File: config.mk
export PLATFORM = sky130hd
export DESIGN_NAME = llc_in_arbiter
export DESIGN_NICKNAME = d
export VERILOG_FILES = /design/src/llc_in_pkg.sv /design/src/llc_in_if.sv /design/src/llc_decode_fifo.sv /design/src/llc_in_arbiter.sv /design/src/llc_line_dispatch.sv /design/src/llc_priority_select.sv /design/src/llc_set_table.sv
export SDC_FILE = /design/constraint.sdc
export NUM_CORES = 1
export LEC_CHECK = 0
export BUFFER_PORTS_ARGS = -buffer_cell sky130_fd_sc_hd__buf_2
export CAP_MARGIN = 20
export CORE_AREA = 2 2 109 138
export CTS_CLUSTER_SIZE = 12
export DETAILED_ROUTE_END_ITERATION = 16
export DIE_AREA = 0 0 111 140
export PLACE_DENSITY = 0.67
export RECOVER_POWER = 25
export SLEW_MARGIN = 20
export SYNTH_ARGS = -nofsm -noshare
export SYNTH_HDL_FRONTEND = slang
export SYNTH_HIERARCHICAL = 1
export SYNTH_SLANG_ARGS = --single-unit
File: constraint.sdc
create_clock -name clk -period 10.84 [get_ports clk]
set_clock_uncertainty 0.05 [all_clocks]
set_input_delay 1.084 -clock clk [delete_from_list [all_inputs] [get_ports clk]]
set_output_delay 1.084 -clock clk [all_outputs]
set_load 0.1 [all_outputs]
File: src/llc_in_pkg.sv
/* shared geometry and types for the llc input stage
   set is the low part of the line address, tag the part above it */
package llc_in_pkg;

    // line address geometry
    localparam int LINE_ADDR_BITS = 28;
    localparam int SET_BITS       = 8;
    localparam int TAG_BITS       = LINE_ADDR_BITS - SET_BITS; // 20

    // sizes of the decode queue and the in-flight set table
    localparam int DECODE_DEPTH      = 2;
    localparam int SET_TABLE_ENTRIES = 4;

    typedef logic [LINE_ADDR_BITS-1:0] line_addr_t;
    typedef logic [SET_BITS-1:0]       llc_set_t;
    typedef logic [TAG_BITS-1:0]       llc_tag_t;

    // input channels, listed in priority order
    typedef enum logic [1:0] {
        CH_RST = 2'd0,  // reset from the testbench side
        CH_RSP = 2'd1,  // coherence response
        CH_REQ = 2'd2,  // coherence request
        CH_DMA = 2'd3   // dma request
    } chan_e;

    // one accepted item waiting in the decode queue
    typedef struct packed {
        chan_e      chan;
        line_addr_t addr;
    } decode_entry_t;

endpackage

File: src/llc_in_if.sv
/* decode queue links between selector, queue and dispatcher
   push must stay low while full is high, pop must stay low while empty is high */
`timescale 1ns/10ps

// write side of the decode queue
interface decode_push_if;
    logic                      push;  // write entry at this edge
    logic                      full;
    llc_in_pkg::decode_entry_t entry;

    modport source (
        output push,
        output entry,
        input  full
    );

    modport sink (
        input  push,
        input  entry,
        output full
    );
endinterface

// read side of the decode queue, head valid while empty is low
interface decode_pop_if;
    logic                      pop;
    logic                      empty;
    llc_in_pkg::decode_entry_t head;

    modport source (
        input  pop,
        output empty,
        output head
    );

    modport sink (
        output pop,
        input  empty,
        input  head
    );
endinterface

File: src/llc_decode_fifo.sv
/* in-order circular queue of accepted items, head visible one cycle after push
   no overflow or underflow protection, callers honor full and empty */
`timescale 1ns/10ps

module llc_decode_fifo #(
    parameter int DEPTH = 2
) (
    input  logic          clk,
    input  logic          rst,
    decode_push_if.sink   push,
    decode_pop_if.source  pop
);

    localparam int PTR_W = (DEPTH > 1) ? $clog2(DEPTH) : 1;
    localparam int CNT_W = $clog2(DEPTH + 1);

    llc_in_pkg::decode_entry_t mem [DEPTH];
    logic [PTR_W-1:0]          wr_ptr;
    logic [PTR_W-1:0]          rd_ptr;
    logic [CNT_W-1:0]          count;

    assign push.full = (count == CNT_W'(DEPTH));
    assign pop.empty = (count == '0);
    assign pop.head  = mem[rd_ptr];

    // pointers and occupancy
    always_ff @(posedge clk or negedge rst) begin
        if (!rst) begin
            wr_ptr <= '0;
            rd_ptr <= '0;
            count  <= '0;
        end else begin
            if (push.push) begin
                wr_ptr <= (wr_ptr == PTR_W'(DEPTH - 1)) ? '0 : wr_ptr + 1'b1;
            end
            if (pop.pop) begin
                rd_ptr <= (rd_ptr == PTR_W'(DEPTH - 1)) ? '0 : rd_ptr + 1'b1;
            end
            case ({push.push, pop.pop})
                2'b10:   count <= count + 1'b1;
                2'b01:   count <= count - 1'b1;
                default: count <= count;  // idle or push and pop together
            endcase
        end
    end

    // entry storage
    always_ff @(posedge clk) begin
        if (push.push) begin
            mem[wr_ptr] <= push.entry;
        end
    end

endmodule

File: src/llc_in_arbiter.sv
/* llc input stage, sources hold valid and address until ready
   mem_push comes at the earliest one cycle after acceptance */
`timescale 1ns/10ps

module llc_in_arbiter (
    input  logic                   clk,
    input  logic                   rst,
    input  logic                   rst_tb_valid,
    output logic                   rst_tb_ready,
    input  logic                   rsp_valid,
    input  llc_in_pkg::line_addr_t rsp_addr,
    output logic                   rsp_ready,
    input  logic                   req_valid,
    input  llc_in_pkg::line_addr_t req_addr,
    output logic                   req_ready,
    input  logic                   dma_valid,
    input  llc_in_pkg::line_addr_t dma_addr,
    output logic                   dma_ready,
    input  logic                   req_stall,
    input  llc_in_pkg::llc_tag_t   req_stalled_tag,
    input  llc_in_pkg::llc_set_t   req_stalled_set,
    input  logic                   mem_full,
    input  logic                   done_valid,
    input  llc_in_pkg::llc_set_t   done_set,
    output logic                   mem_push,
    output llc_in_pkg::chan_e      mem_chan,
    output llc_in_pkg::llc_tag_t   mem_tag,
    output llc_in_pkg::llc_set_t   mem_set,
    output logic                   clr_req_stall,
    output logic                   idle
);

    decode_push_if push_bus ();
    decode_pop_if  pop_bus ();

    llc_in_pkg::llc_set_t lookup_set;  // also the set booked on add
    logic                 add;
    logic                 hit;
    logic                 table_full;

    llc_priority_select u_select (
        .rst_tb_valid (rst_tb_valid),
        .rsp_valid    (rsp_valid),
        .req_valid    (req_valid),
        .dma_valid    (dma_valid),
        .req_stall    (req_stall),
        .rsp_addr     (rsp_addr),
        .req_addr     (req_addr),
        .dma_addr     (dma_addr),
        .rst_tb_ready (rst_tb_ready),
        .rsp_ready    (rsp_ready),
        .req_ready    (req_ready),
        .dma_ready    (dma_ready),
        .idle         (idle),
        .push         (push_bus.source)
    );

    llc_decode_fifo #(
        .DEPTH (llc_in_pkg::DECODE_DEPTH)
    ) u_fifo (
        .clk  (clk),
        .rst  (rst),
        .push (push_bus.sink),
        .pop  (pop_bus.source)
    );

    llc_set_table #(
        .ENTRIES (llc_in_pkg::SET_TABLE_ENTRIES)
    ) u_set_table (
        .clk        (clk),
        .rst        (rst),
        .lookup_set (lookup_set),
        .add_set    (lookup_set),
        .add        (add),
        .done_valid (done_valid),
        .done_set   (done_set),
        .hit        (hit),
        .table_full (table_full)
    );

    llc_line_dispatch u_dispatch (
        .pop             (pop_bus.sink),
        .mem_full        (mem_full),
        .req_stall       (req_stall),
        .req_stalled_tag (req_stalled_tag),
        .req_stalled_set (req_stalled_set),
        .hit             (hit),
        .table_full      (table_full),
        .lookup_set      (lookup_set),
        .add             (add),
        .mem_push        (mem_push),
        .mem_chan        (mem_chan),
        .mem_tag         (mem_tag),
        .mem_set         (mem_set),
        .clr_req_stall   (clr_req_stall)
    );

endmodule

File: src/llc_line_dispatch.sv
/* releases the queue head to memory when there is room and its set is free
   reset entries skip the set table and always go out with tag and set zero */
`timescale 1ns/10ps

module llc_line_dispatch (
    decode_pop_if.sink           pop,
    input  logic                 mem_full,
    input  logic                 req_stall,
    input  llc_in_pkg::llc_tag_t req_stalled_tag,
    input  llc_in_pkg::llc_set_t req_stalled_set,
    input  logic                 hit,
    input  logic                 table_full,
    output llc_in_pkg::llc_set_t lookup_set,
    output logic                 add,
    output logic                 mem_push,
    output llc_in_pkg::chan_e    mem_chan,
    output llc_in_pkg::llc_tag_t mem_tag,
    output llc_in_pkg::llc_set_t mem_set,
    output logic                 clr_req_stall
);

    logic                 is_rst;
    logic                 set_free;
    llc_in_pkg::llc_tag_t head_tag;
    llc_in_pkg::llc_set_t head_set;

    assign is_rst = (pop.head.chan == llc_in_pkg::CH_RST);

    // line address breakdown, set in the low bits
    assign head_tag = is_rst ? '0 :
                      pop.head.addr[llc_in_pkg::LINE_ADDR_BITS-1:llc_in_pkg::SET_BITS];
    assign head_set = is_rst ? '0 : pop.head.addr[llc_in_pkg::SET_BITS-1:0];

    assign lookup_set = head_set;
    assign set_free   = !hit && !table_full;

    // one decision pops the queue, pushes to memory and books the set
    assign mem_push = !pop.empty && !mem_full && (is_rst || set_free);
    assign pop.pop  = mem_push;
    assign add      = mem_push && !is_rst;

    assign mem_chan = pop.head.chan;
    assign mem_tag  = head_tag;
    assign mem_set  = head_set;

    // response for the line the stalled request is waiting on
    assign clr_req_stall = mem_push && req_stall
                        && (pop.head.chan == llc_in_pkg::CH_RSP)
                        && (head_tag == req_stalled_tag)
                        && (head_set == req_stalled_set);

endmodule

File: src/llc_priority_select.sv
/* fixed priority reset > response > request > dma, purely combinational
   request and dma are held off while req_stall is high */
`timescale 1ns/10ps

module llc_priority_select (
    input  logic                   rst_tb_valid,
    input  logic                   rsp_valid,
    input  logic                   req_valid,
    input  logic                   dma_valid,
    input  logic                   req_stall,
    input  llc_in_pkg::line_addr_t rsp_addr,
    input  llc_in_pkg::line_addr_t req_addr,
    input  llc_in_pkg::line_addr_t dma_addr,
    output logic                   rst_tb_ready,
    output logic                   rsp_ready,
    output logic                   req_ready,
    output logic                   dma_ready,
    output logic                   idle,
    decode_push_if.source          push
);

    llc_in_pkg::chan_e      sel_chan;
    llc_in_pkg::line_addr_t sel_addr;
    logic                   eligible;  // some channel may be taken this cycle
    logic                   take;

    always_comb begin
        sel_chan = llc_in_pkg::CH_RST;
        sel_addr = '0;
        eligible = 1'b1;
        if (rst_tb_valid) begin
            sel_chan = llc_in_pkg::CH_RST;  // reset carries no address
        end else if (rsp_valid) begin
            sel_chan = llc_in_pkg::CH_RSP;
            sel_addr = rsp_addr;
        end else if (req_valid && !req_stall) begin
            sel_chan = llc_in_pkg::CH_REQ;
            sel_addr = req_addr;
        end else if (dma_valid && !req_stall) begin
            sel_chan = llc_in_pkg::CH_DMA;
            sel_addr = dma_addr;
        end else begin
            eligible = 1'b0;
        end
    end

    // a full queue drops every ready, sources keep valid up
    assign take = eligible && !push.full;
    assign idle = !eligible;

    assign rst_tb_ready = take && (sel_chan == llc_in_pkg::CH_RST);
    assign rsp_ready    = take && (sel_chan == llc_in_pkg::CH_RSP);
    assign req_ready    = take && (sel_chan == llc_in_pkg::CH_REQ);
    assign dma_ready    = take && (sel_chan == llc_in_pkg::CH_DMA);

    assign push.push       = take;
    assign push.entry.chan = sel_chan;
    assign push.entry.addr = sel_addr;

endmodule

File: src/llc_set_table.sv
/* sets currently in flight toward memory, lookup is combinational
   add and retire of the same set in one cycle is not supported */
`timescale 1ns/10ps

module llc_set_table #(
    parameter int ENTRIES = 4
) (
    input  logic                 clk,
    input  logic                 rst,
    input  llc_in_pkg::llc_set_t lookup_set,
    input  llc_in_pkg::llc_set_t add_set,
    input  logic                 add,
    input  logic                 done_valid,
    input  llc_in_pkg::llc_set_t done_set,
    output logic                 hit,
    output logic                 table_full
);

    logic [ENTRIES-1:0]   slot_valid;
    llc_in_pkg::llc_set_t slot_set [ENTRIES];
    logic [ENTRIES-1:0]   add_sel;  // one-hot, first free slot
    logic                 found;

    // pick the lowest free slot
    always_comb begin
        add_sel = '0;
        found   = 1'b0;
        for (int i = 0; i < ENTRIES; i++) begin
            if (add && !slot_valid[i] && !found) begin
                add_sel[i] = 1'b1;
                found      = 1'b1;
            end
        end
    end

    always_comb begin
        hit = 1'b0;
        for (int i = 0; i < ENTRIES; i++) begin
            if (slot_valid[i] && (slot_set[i] == lookup_set)) begin
                hit = 1'b1;
            end
        end
    end

    assign table_full = &slot_valid;

    always_ff @(posedge clk or negedge rst) begin
        if (!rst) begin
            slot_valid <= '0;
        end else begin
            for (int i = 0; i < ENTRIES; i++) begin
                if (add_sel[i]) begin
                    slot_valid[i] <= 1'b1;
                end else if (done_valid && slot_valid[i] && (slot_set[i] == done_set)) begin
                    slot_valid[i] <= 1'b0;  // retired by the memory stage
                end
            end
        end
    end

    always_ff @(posedge clk) begin
        for (int i = 0; i < ENTRIES; i++) begin
            if (add_sel[i]) begin
                slot_set[i] <= add_set;
            end
        end
    end

endmodule

==> results.json <==
{
  "place_congestion": 0.9542,
  "cp_max_fo": 56,
  "leakage_nw": 2.735,
  "synth.top_cell.area_share_pct": 43.81,
  "syn_nets": 662,
  "yosys-top-cells-count": "edfxtp_1, xor2_1, nor2b_1",
  "netlist_area_um2": 6306,
  "worstPathRequired_ns": 9.71,
  "cts-resized-gates": 0,
  "yosysTopAreaCell": "edfxtp_1",
  "relSlewSlack_pct": -60.39,
  "clk_pin_slew_ns": 0.07,
  "drive_gt1_share_pct": 32.34,
  "ys_ff_latch": 100,
  "antenna_found_initial": 2,
  "fp.dieH_um": 140,
  "syn2layout_area_growth_pct": 16.81,
  "ios": 166,
  "grt_pass1_wl_um": 25300,
  "hold_buffers": 0,
  "remaining_drc_errors": 0,
  "slew_violations": 117,
  "p_per_area_nw_per_um2": 320.1,
  "async_reset_ff_share_pct": 8.000,
  "ys_seq_area_share_pct": 46.98,
  "initial_utilization_pct": 44.53,
  "multi_input_area_um2": 3027,
  "grt-ovfl-total": 0,
  "grt_pass1_vias": 4826,
  "io_buffers": 165,
  "cp_common_cell": "nand4_1",
  "violations": "max-capacitance violations, max-slew violations",
  "grt_max_degree": 61,
  "post_drt_wl_per_cell_um": 18.93,
  "synth_edf_count": 92,
  "start_kind": "register",
  "post-route-min-period_ns": 7.006,
  "dr_total_vias": 4775,
  "core_area_um2": 14160,
  "holdCritPathClass": "reg2reg",
  "regArea_um2": 2963,
  "max-vdd-ir-drop_v": 0.0002156,
  "cap_violations": 2,
  "die_width_um": 111,
  "status": "finished, violations left",
  "cts_buffers": 9,
  "syn_inst": 532,
  "drt_iter0_drc": 349,
  "yosysWarnings": 6,
  "cts_tree": "yes",
  "clkSinkCount": 100,
  "dieArea_um2": 15540,
  "postPlaceCellArea_um2": 7097,
  "cp-end-kind": "primary output",
  "hold_violations": 0,
  "cts_setup_buffers": 0,
  "post-dp-hpwl_um": 12180,
  "final_core_util_pct": 52.01,
  "drtPass1Iterations": 4,
  "cts_buffer_depth": 2,
  "tightest_slew_ns": 2.406,
  "synthFlopType": "edfxtp_1",
  "slowest_stage": "clkbuf_1",
  "fillers": 1243,
  "cpPeakStageDelay_ns": 1.71,
  "viasPerCell": 5.598,
  "synth.most_common_cell": "edfxtp_1",
  "stdcell_area_um2": 7366,
  "fmax_mhz": 142.7,
  "arrival_ns": 5.87,
  "synthTopCellsByArea": "edfxtp_1, xor2_1, nor2b_1",
  "setup_viol": 0,
  "fin_ws_ns": 3.834,
  "crit_chain": "mux2_1 > nor2_4 > clkbuf_1 > nor2b_1 > xor2_1 > nor3_1 > nand4_1 > nand4_1 > nor2_1 > nor2_1 > nor3_1 > nand4_1 > nor4_2 > buf_2",
  "clk-insertion-delay-late_ns": 0.34,
  "critical_path_class": "reg2out",
  "rows": 49,
  "tns_ns": 0,
  "layout_worst_path_cycle_share_pct": 64.63,
  "track_usage_pct": 20.55,
  "drt_wl_total_um": 16150,
  "grt_setup_unrepaired": "false",
  "p_total_mw": 2.358,
  "h-tree-depth": 3,
  "synth.avg_cell_area_um2": 11.85,
  "root_buffer": "clkbuf_16",
  "nNetsFinal": 799,
  "dp_slack_ns": 5.923,
  "synth.distinct_cells": 34,
  "ant_nets": 0
}
kinds of logic (layout without fill, tap and decap cells):
kind of cell	Yosys count	after routing	synth area share (%)
compound gates	61	61	7.798
xor+xnor	84	84	11.67
fa+ha+maj	1	1	0.1984
buf+inv	47	189	5.040
flops	100	100	46.98
mux	30	30	5.357
other cells	0	1	0
simple gates	209	209	22.96
metrics by stage:
step                      cells  hold WS [ns]
final                       853        0.4632
after global routing        852        0.4769
after CTS                   852        0.4558
after detailed placement    836        0.4426
after global placement      836        0.4237
after floorplan             532        0.4055
per-layer routing:
layer,vias up,GRT usage (%),routed length [µm]
met5,-,0,16
met4,2,8.553,401
met3,30,4.543,1070
met2,177,34.55,7950
met1,2270,25.68,6707
li1,2296,-,-
sequential cells by signal (all words and copies together) (netlist names):
register,flops
u_fifo/wr_ptr,1
u_set_table/slot_set,32
u_fifo/mem,60
u_fifo/count,2
u_set_table/slot_valid,4
u_fifo/rd_ptr,1
area by class of cell:
cell class	instances	area share, %
timing repair buffer	171	11.74
tap	178	3.024
antenna	1	0.03397
multi-input combinational	385	41.09
clock inverter	7	0.7304
clock buffer	9	3.058
inverter	2	0.1019
sequential	100	40.22
critical path, delay by kind of cell, from the launching register on:
kind	cells	cell delay, ns
DFF	1	0.42
buffers and inverters	2	2.18
muxes	1	0.41
xor gates and xnor gates	1	0.35
and+or+nand+nor	10	2.16
layout by cell type (no fill, tap or decap), types with 3 or more instances in the layout:
master,count
xnor2_1,24
a31oi_1,13
xor2_1,60
o32ai_1,13
clkbuf_1,3
clkinv_4,4
nor4bb_1,13
nor4_1,9
nor3_1,13
edfxtp_1,92
mux2_2,29
nand4bb_1,28
a21o_1,4
nand3b_1,28
nand2_1,4
buf_4,5
nand4_1,13
a311oi_1,28
nor2b_1,58
nor2_1,33
dfrtp_1,8
clkbuf_16,9
buf_2,163
final timing paths:
path	startpoint	endpoint	slack (ns)	cells after the start
worst max-delay path	u_fifo/rd_ptr	clr_req_stall	3.83	14
worst max register to register	u_fifo/rd_ptr	u_set_table/slot_set[2][3]	5.02	14
worst min register to register	u_fifo/count[1]	u_fifo/count[1]	0.46	1
worst min-delay path	u_fifo/count[1]	u_fifo/count[1]	0.46	1
min in group asynchronous	rst	u_set_table/slot_valid[3]	0.65	1
max in group asynchronous	rst	u_fifo/rd_ptr	9.73	1
where the power goes:
| group | leakage [nW] | switching [mW] | internal (mW) |
|---|---|---|---|
| combinational | 1.64 | 1.08 | 0.348 |
| sequential | 0.965 | 0.0460 | 0.588 |
| clock | 0.129 | 0.138 | 0.156 |
| total | 2.73 | 1.27 | 1.09 |
Power figures use the tool's default switching activity.
